==> config.mk <==
export PLATFORM = sky130hd
export DESIGN_NAME = ising_energy_top
export DESIGN_NICKNAME = d
export VERILOG_FILES = /design/src/source/ising_energy_pkg.sv /design/src/source/partial_energy_if.sv /design/src/source/adder_tree.sv /design/src/source/partial_energy_calc.sv /design/src/source/coupling_mem.sv /design/src/source/energy_sequencer.sv /design/src/source/ising_energy_top.sv
export SDC_FILE = /design/constraint.sdc
export NUM_CORES = 2
export LEC_CHECK = 0
export ABC_CLOCK_PERIOD_IN_PS = 13000
export BUFFER_PORTS_ARGS = -buffer_cell sky130_fd_sc_hd__buf_4
export CAP_MARGIN = 20
export CORE_MARGIN = 2
export CORE_UTILIZATION = 55
export DETAILED_ROUTE_END_ITERATION = 16
export PLACE_DENSITY = 0.71
export SYNTH_ARGS = -nofsm -noshare
export SYNTH_HDL_FRONTEND = slang
export SYNTH_SLANG_ARGS = --single-unit
==> constraint.sdc <==
create_clock -name clk_i -period 13 [get_ports clk_i]
set_clock_uncertainty 0.1 [all_clocks]
set_input_delay 1.3 -clock clk_i [delete_from_list [all_inputs] [get_ports clk_i]]
set_output_delay 1.3 -clock clk_i [all_outputs]
set_load 0.05 [all_outputs]
==> src/source/ising_energy_pkg.sv <==
`default_nettype none

package ising_energy_pkg;

    // ========================================
    // Sizing
    // ========================================
    localparam int NUM_SPINS    = 16;                         // Spins in the machine
    localparam int BIT_J        = 4;                          // Coupling weight width
    localparam int BIT_H        = 4;                          // Local field width
    localparam int SCALING_BIT  = 5;                          // Field scaling code width
    localparam int MULT_BIT     = BIT_H + SCALING_BIT - 1;    // One signed product
    localparam int ENERGY_BIT   = 16;                         // One partial energy
    localparam int SPIN_IDX_BIT = $clog2(NUM_SPINS);          // Spin index width
    localparam int TOTAL_BIT    = ENERGY_BIT + SPIN_IDX_BIT;  // Room for NUM_SPINS partials
    localparam int ROW_BIT      = NUM_SPINS * BIT_J;          // One packed J row

    // ========================================
    // Vector types
    // ========================================
    // Bit k set means sigma_k = +1, clear means -1
    typedef logic [NUM_SPINS-1:0] spin_vec_t;
    typedef logic [SPIN_IDX_BIT-1:0] spin_idx_t;

    // Weight j of a row sits at bits [j*BIT_J +: BIT_J], two's complement
    typedef logic [ROW_BIT-1:0] weight_row_t;

    typedef logic signed [BIT_H-1:0] hbias_t;
    typedef logic [SCALING_BIT-1:0] hscale_t;           // 1, 2, 4, 8 or 16, else treated as 1
    typedef logic signed [MULT_BIT-1:0] product_t;
    typedef logic signed [ENERGY_BIT-1:0] energy_t;
    typedef logic signed [TOTAL_BIT-1:0] total_energy_t;

    // ========================================
    // Sequencer states
    // ========================================
    typedef enum logic [1:0] {
        SEQ_IDLE, // Waiting for start
        SEQ_RUN,  // One spin per cycle
        SEQ_DONE  // Total valid, done pulse
    } seq_state_t;

endpackage

`default_nettype wire

==> src/source/partial_energy_if.sv <==
`default_nettype none

// Operands and result of one spin's energy evaluation
interface partial_energy_if;
    import ising_energy_pkg::*;

    spin_vec_t   spin;       // Captured spin vector
    spin_vec_t   spin_mask;  // One-hot, spin under evaluation
    weight_row_t weight;     // J row of the masked spin
    hbias_t      hbias;      // h of the masked spin
    hscale_t     hscaling;   // Field scaling code
    energy_t     energy;     // Partial energy result

    // Sequencer side sets up the operands
    modport seq (
        output spin, spin_mask, weight, hbias, hscaling,
        input  energy
    );

    // Calculator side, pure combinational
    modport calc (
        input  spin, spin_mask, weight, hbias, hscaling,
        output energy
    );

endinterface

`default_nettype wire

==> src/source/adder_tree.sv <==
`default_nettype none

// Recursive signed adder tree
// Each leaf is sign extended to energy_t, so partial sums never wrap
// as long as DATAW + clog2(N) fits in ENERGY_BIT
module adder_tree #(
    parameter int N     = 16,
    parameter int DATAW = 8
) (
    input  logic [N-1:0][DATAW-1:0]  data_i,  // Signed operands, packed
    output ising_energy_pkg::energy_t sum_o    // Signed sum
);
    import ising_energy_pkg::*;

    generate
        if (N == 1) begin : g_leaf
            // Single element, just widen
            assign sum_o = energy_t'(signed'(data_i[0]));

        end else begin : g_split
            localparam int NLO = N / 2;      // Lower half, the smaller one when N is odd
            localparam int NHI = N - NLO;    // Upper half

            energy_t sum_lo;  // Sum of lower half
            energy_t sum_hi;  // Sum of upper half

            adder_tree #(
                .N     (NLO),
                .DATAW (DATAW)
            ) u_lo (
                .data_i (data_i[NLO-1:0]),
                .sum_o  (sum_lo)
            );

            adder_tree #(
                .N     (NHI),
                .DATAW (DATAW)
            ) u_hi (
                .data_i (data_i[N-1:NLO]),
                .sum_o  (sum_hi)
            );

            assign sum_o = sum_lo + sum_hi;  // Both halves already signed
        end
    endgenerate

endmodule

`default_nettype wire

==> src/source/partial_energy_calc.sv <==
`default_nettype none

// Energy of the masked spin k against its row and field
//   E_k = sigma_k * (h_k * scale + sum_{j != k} sigma_j * J_kj)
module partial_energy_calc (
    partial_energy_if.calc pe
);
    import ising_energy_pkg::*;

    product_t                          weight_ext [NUM_SPINS];  // Sign extended weights
    logic [NUM_SPINS-1:0][MULT_BIT-1:0] mult_out;               // Tree operands
    logic [2:0]                        hshift;                   // log2 of scaling code
    product_t                          hbias_scaled;             // h_k * scale
    logic                              masked_bit;               // Spin value of k
    energy_t                           tree_sum;                 // Field plus couplings

    // ========================================
    // Unpack row
    // ========================================
    always_comb begin
        for (int i = 0; i < NUM_SPINS; i++) begin
            weight_ext[i] = product_t'(signed'(pe.weight[i*BIT_J +: BIT_J]));
        end
    end

    // Mask is one-hot, so the AND leaves at most one bit
    assign masked_bit = |(pe.spin & pe.spin_mask);

    // ========================================
    // Field scaling
    // ========================================
    always_comb begin
        case (pe.hscaling)
            'd1:     hshift = 3'd0;
            'd2:     hshift = 3'd1;
            'd4:     hshift = 3'd2;
            'd8:     hshift = 3'd3;
            'd16:    hshift = 3'd4;
            default: hshift = 3'd0;  // Zero and non powers of two act as 1
        endcase
    end

    // -8 * 16 = -128 still fits in product_t
    assign hbias_scaled = product_t'(pe.hbias) <<< hshift;

    // ========================================
    // Products
    // ========================================
    always_comb begin
        for (int i = 0; i < NUM_SPINS; i++) begin
            if (pe.spin_mask[i]) begin
                mult_out[i] = hbias_scaled;         // Field in place of J_kk
            end else if (pe.spin[i]) begin
                mult_out[i] = weight_ext[i];        // sigma_j = +1
            end else begin
                mult_out[i] = -weight_ext[i];       // sigma_j = -1
            end
        end
    end

    // ========================================
    // Sum and spin sign
    // ========================================
    adder_tree #(
        .N     (NUM_SPINS),
        .DATAW (MULT_BIT)
    ) u_adder_tree (
        .data_i (mult_out),
        .sum_o  (tree_sum)
    );

    assign pe.energy = masked_bit ? tree_sum : -tree_sum;

    // Sequencer must never select two spins at once
    always_comb begin
        assert ($onehot0(pe.spin_mask))
            else $error("partial_energy_calc: spin mask has several bits set");
    end

endmodule

`default_nettype wire

==> src/source/coupling_mem.sv <==
`default_nettype none

// J rows and h values in flops
// Synchronous write, combinational read
module coupling_mem (
    input  logic                          clk_i,
    input  logic                          arst_n_i,
    input  logic                          wr_en_i,     // Write strobe, level
    input  ising_energy_pkg::spin_idx_t   wr_idx_i,    // Spin being written
    input  ising_energy_pkg::weight_row_t wr_row_i,    // New J row
    input  ising_energy_pkg::hbias_t      wr_hbias_i,  // New h
    input  ising_energy_pkg::spin_idx_t   rd_idx_i,    // Spin being read
    output ising_energy_pkg::weight_row_t rd_row_o,
    output ising_energy_pkg::hbias_t      rd_hbias_o
);
    import ising_energy_pkg::*;

    weight_row_t row_q   [NUM_SPINS];  // One J row per spin
    hbias_t      hbias_q [NUM_SPINS];  // One h per spin

    // ========================================
    // Write port
    // ========================================
    always_ff @(posedge clk_i or negedge arst_n_i) begin
        if (!arst_n_i) begin
            for (int i = 0; i < NUM_SPINS; i++) begin
                row_q[i]   <= '0;
                hbias_q[i] <= '0;
            end
        end else if (wr_en_i) begin
            row_q[wr_idx_i]   <= wr_row_i;
            hbias_q[wr_idx_i] <= wr_hbias_i;
        end
    end

    // ========================================
    // Read port
    // ========================================
    // Visible the cycle after the write edge
    assign rd_row_o   = row_q[rd_idx_i];
    assign rd_hbias_o = hbias_q[rd_idx_i];

    // An X index would corrupt an unknown row
    a_wr_idx_known : assert property (
        @(posedge clk_i) disable iff (!arst_n_i)
        wr_en_i |-> !$isunknown(wr_idx_i)
    ) else $error("coupling_mem: write with unknown index");

endmodule

`default_nettype wire

==> src/source/energy_sequencer.sv <==
`default_nettype none

// Walks spins 0..15, one per cycle, and sums the partial energies
module energy_sequencer (
    input  logic                            clk_i,
    input  logic                            arst_n_i,
    input  logic                            start_i,     // Pulse, ignored while busy
    input  ising_energy_pkg::spin_vec_t     spin_i,      // Spin vector to evaluate
    input  ising_energy_pkg::hscale_t       hscaling_i,  // Field scaling code
    output ising_energy_pkg::spin_idx_t     rd_idx_o,    // Memory read index
    input  ising_energy_pkg::weight_row_t   rd_row_i,
    input  ising_energy_pkg::hbias_t        rd_hbias_i,
    partial_energy_if.seq                   pe,          // To the calculator
    output logic                            busy_o,
    output logic                            done_o,      // One cycle pulse
    output ising_energy_pkg::total_energy_t energy_o     // Held until next completion
);
    import ising_energy_pkg::*;

    localparam spin_idx_t LAST_IDX = spin_idx_t'(NUM_SPINS - 1);

    seq_state_t    state_q;
    spin_idx_t     idx_q;       // Current spin
    spin_vec_t     spin_q;      // Captured at start
    hscale_t       hscale_q;    // Captured at start
    total_energy_t acc_q;       // Running sum
    total_energy_t acc_next;
    total_energy_t energy_ext;  // Partial energy widened
    total_energy_t energy_q;    // Published total
    logic          start_ok;    // Start accepted this edge

    assign busy_o   = (state_q == SEQ_RUN);
    assign done_o   = (state_q == SEQ_DONE);
    assign energy_o = energy_q;
    assign start_ok = start_i && !busy_o;

    // ========================================
    // Operands to calculator
    // ========================================
    assign rd_idx_o     = idx_q;
    assign pe.spin      = spin_q;
    assign pe.spin_mask = spin_vec_t'(1) << idx_q;  // One-hot at current index
    assign pe.weight    = rd_row_i;                 // Straight from memory read
    assign pe.hbias     = rd_hbias_i;
    assign pe.hscaling  = hscale_q;

    assign energy_ext = {{(TOTAL_BIT-ENERGY_BIT){pe.energy[ENERGY_BIT-1]}}, pe.energy};
    assign acc_next   = acc_q + energy_ext;

    // ========================================
    // Control FSM
    // ========================================
    always_ff @(posedge clk_i or negedge arst_n_i) begin
        if (!arst_n_i) begin
            state_q  <= SEQ_IDLE;
            idx_q    <= '0;
            energy_q <= '0;
        end else begin
            case (state_q)
                SEQ_IDLE, SEQ_DONE: begin
                    // Back to back start allowed from DONE
                    if (start_i) begin
                        state_q <= SEQ_RUN;
                        idx_q   <= '0;
                    end else begin
                        state_q <= SEQ_IDLE;
                    end
                end
                SEQ_RUN: begin
                    idx_q <= idx_q + spin_idx_t'(1);
                    if (idx_q == LAST_IDX) begin
                        state_q  <= SEQ_DONE;
                        energy_q <= acc_next;  // Includes last spin
                    end
                end
                default: state_q <= SEQ_IDLE;
            endcase
        end
    end

    // Operand capture and accumulator
    always_ff @(posedge clk_i) begin
        if (start_ok) begin
            spin_q   <= spin_i;
            hscale_q <= hscaling_i;
            acc_q    <= '0;
        end else if (busy_o) begin
            acc_q <= acc_next;
        end
    end

    // ========================================
    // Checks
    // ========================================
    a_done_pulse : assert property (
        @(posedge clk_i) disable iff (!arst_n_i)
        done_o |=> !done_o
    ) else $error("energy_sequencer: done held longer than one cycle");

    a_busy_done_excl : assert property (
        @(posedge clk_i) disable iff (!arst_n_i)
        !(busy_o && done_o)
    ) else $error("energy_sequencer: busy and done high together");

endmodule

`default_nettype wire

==> src/source/ising_energy_top.sv <==
`default_nettype none

// Ising energy evaluator, 16 spins
module ising_energy_top (
    input  logic                            clk_i,
    input  logic                            arst_n_i,
    // Coupling load
    input  logic                            wr_en_i,
    input  ising_energy_pkg::spin_idx_t     wr_idx_i,
    input  ising_energy_pkg::weight_row_t   wr_row_i,
    input  ising_energy_pkg::hbias_t        wr_hbias_i,
    // Evaluation
    input  logic                            start_i,
    input  ising_energy_pkg::spin_vec_t     spin_i,
    input  ising_energy_pkg::hscale_t       hscaling_i,
    output logic                            busy_o,
    output logic                            done_o,
    output ising_energy_pkg::total_energy_t energy_o
);
    import ising_energy_pkg::*;

    spin_idx_t   rd_idx;    // Sequencer to memory
    weight_row_t rd_row;    // Memory to sequencer
    hbias_t      rd_hbias;

    partial_energy_if pe_if ();

    coupling_mem u_coupling_mem (
        .clk_i      (clk_i),
        .arst_n_i   (arst_n_i),
        .wr_en_i    (wr_en_i),
        .wr_idx_i   (wr_idx_i),
        .wr_row_i   (wr_row_i),
        .wr_hbias_i (wr_hbias_i),
        .rd_idx_i   (rd_idx),
        .rd_row_o   (rd_row),
        .rd_hbias_o (rd_hbias)
    );

    energy_sequencer u_energy_sequencer (
        .clk_i      (clk_i),
        .arst_n_i   (arst_n_i),
        .start_i    (start_i),
        .spin_i     (spin_i),
        .hscaling_i (hscaling_i),
        .rd_idx_o   (rd_idx),
        .rd_row_i   (rd_row),
        .rd_hbias_i (rd_hbias),
        .pe         (pe_if.seq),
        .busy_o     (busy_o),
        .done_o     (done_o),
        .energy_o   (energy_o)
    );

    partial_energy_calc u_partial_energy_calc (
        .pe (pe_if.calc)
    );

endmodule

`default_nettype wire

==> metrics <==
number of synthesized flops with an enable pin=21; Post-Route WL=roughly 140 mm; fin nets=4410; wire length per cell=approximately 26 microns; post-route ant nets=0; Most Frequent Cell on Critical Path=a21oi_1; Non-Filler Instances=between 5000 and 6000; critical path class=reg -> reg; Mapped Area=roughly 0.06 sq mm; vias in the first global route=36200; Slew HR=0.262; I/O pin total=119; DRC viols=0; post-synth net total=4415; cell taking the most area after synthesis=dfrtp_1; Main synth FF type=dfrtp_1; Initial Util=0.553; clk buf depth=3; Placed Area=between 0.06 and 0.07 sq mm; P&R area growth vs syn=10.3%; Worst Tran Pin Value=1.11 ns; routability congestion estimate=between 0.9 and 1; minimum clock period after layout=~12 ns; drt first pass iters=5; PortBufs=118; layout cell share with drive strength beyond 1=0.428; CTS tree=built; initial antenna violation count=11; Post-Synthesis Cells=4121; H-Tree Depth=3; Setup Buffers After CTS=0; Die W=around 330 microns; Sink Count=around 1200; distinct cell type count of the synthesized netlist=69; CP Capture Type=flop; Inst Count DP=5397; ranking of synthesized cells by area=dfrtp_1, mux2_2, mux4_2, fa_1, ha_1; setup TNS=0 ns; status=finished, final reports clean; RSZ-0062 raised after global routing=false; maximum clock rate=roughly 0.083 GHz; clock latency on the worst-skew pair=roughly 0.7 ns; CP Launch Type=flop; first-pass GRT wire length=around 220 mm; endpoints failing setup=0; flip-flop and latch count after synthesis=1155; Iteration-0 DRC Markers=between 2000 and 3000; layout filler cell count=8072; commonest non-fill, non-tap cell in the layout=dfrtp_1; worst hold path class=reg -> reg; largest net degree at the start of global routing=160; Final period util=0.923; Root Buffer=clkbuf_16; grt ovf=0; most frequent cells in the layout=dfrtp_1, mux2_2, mux4_2, buf_4, inv_1; Sequential Area=between 0.02 and 0.03 sq mm; vias per cell=6.18; total number of vias=between 30000 and 40000; GRT Total Usage=0.265; clk slew on worst S/H paths=roughly 0.050 ns; CTS resizes=0; Die Ht=roughly 330 microns; TritonCTS Buffers=around 120; arrival time worst endpoint=12.54 ns; area occupied by multi-input gates=approximately 0.028 sq mm; Worst Path Max Fanout=38; num rows=120; sequential fraction of the synthesis area=0.489; Synth async-reset ratio=0.965; slowest cell on the critical path=dfrtp_4; Avg Cell Area, Syn=around 14 sq um; share of the synthesized area in the top cell type=0.471; Req. time, crit path=13.55 ns; Fin. Hold Viols=0; Finished Cell Area=0.0653 sq mm; post-DP HPWL=86.6 mm; DIE AREA=0.110 sq mm; CORE AREA=approximately 0.11 sq mm; hold_buf cts=0; Final Max Slew Viols=0; Max-cap violations=0; Syn. warnings=0; critical path's largest stage delay=roughly 0.95 ns
sequential cells by signal, summed over array words and instances, names as in the netlist:
signal                          cells
u_energy_sequencer.energy_o        20
u_energy_sequencer.state_q          2
u_energy_sequencer.pe.spin         16
u_energy_sequencer.acc_q           20
u_coupling_mem.row_q             1024
u_coupling_mem.hbias_q             64
u_energy_sequencer.rd_idx_o         4
u_energy_sequencer.pe.hscaling      5
cells by family after synthesis:
logic type | Yosys count | share of synthesized area
simple gates | 436 | 0.0354
buf+inv | 478 | 0.0344
mux | 1454 | 0.344
flops | 1155 | 0.489
xor+xnor | 79 | 0.0118
fa+ha+maj | 197 | 0.0541
compound gates | 322 | 0.0318
final timing paths:
path / from / to / slack [ns] / cells after the start
max: u_energy_sequencer.rd_idx_o[0] / u_energy_sequencer.acc_q[19] / 1.01 / 41
min: u_energy_sequencer.energy_o[7] / u_energy_sequencer.energy_o[7] / 0.37 / 2
max reg2reg: u_energy_sequencer.rd_idx_o[0] / u_energy_sequencer.acc_q[19] / 1.01 / 41
min reg2reg: u_energy_sequencer.energy_o[7] / u_energy_sequencer.energy_o[7] / 0.37 / 2
max in group asynchronous: arst_n_i / u_coupling_mem.row_q[530] / 9.77 / 3
min in group asynchronous: arst_n_i / u_coupling_mem.hbias_q[53] / 0.57 / 1
Yosys cell counts, types with 7 or more instances:
master    count
dfxtp_1      20
nor2b_1       7
mux4_2      297
mux4_1       41
buf_1        46
mux2_2     1093
a21oi_1     128
mux2i_1      20
fa_1         98
buf_4        12
inv_1       164
or3_1        17
nand2_1     151
and2_1       10
dfrtp_1    1114
buf_2        35
clkbuf_1    206
nand3b_1     23
a21o_1       14
nor2_1      112
o211ai_1      8
o21ai_0      96
nand2b_1     32
and3_1       31
nor3_1       11
xnor2_1      55
buf_6         7
xor2_1       23
nand3_1      19
o21bai_1     16
ha_1         99
a31oi_1      16
edfxtp_1     21
per-layer routing:
metal / part of all wire / track usage / vias to the layer above
li1: - / - / 15000
met5: 0.00052 / 0 / -
met2: 0.47 / 0.413 / 913
met4: 0.022 / 0.0729 / 12
met3: 0.061 / 0.0496 / 218
met1: 0.45 / 0.386 / 18600
per-stage QoR:
step	hold slack, ns	util	worst slack, ns
after floorplan	0.353	-	2.31
after global placement	0.360	0.572	1.12
after detailed placement	0.365	0.572	0.981
after CTS	0.379	0.610	0.956
after global routing	0.402	0.611	0.0840
final	0.373	0.611	1.01
area by class of cell:
type / count / share of cell area
Timing Repair Buffer: 188 / 0.0239
Sequential cell: 1155 / 0.443
Multi-Input combinational cell: 2488 / 0.434
Antenna cell: 3 / 0.000115
Clock buffer: 178 / 0.0544
Tap cell: 1403 / 0.0269
Clock inverter: 39 / 0.00790
Inverter: 165 / 0.00949
worst max-delay path: cells and delay by family (launching register included):
family | cells | cell delay, ns
flip-flops | 1 | 0.95
adder cells (fa/ha/maj) | 8 | 3.24
buffers and inverters | 4 | 0.98
AND/OR/NAND/NOR | 6 | 1.39
AO/OA/AOI/OAI | 18 | 3.46
XOR/XNOR | 3 | 0.55
multiplexers | 2 | 1.19
Power is left out: the tool's default activity adds up to more than one toggle a clock period on the data nets, which glitch-free logic cannot reach.
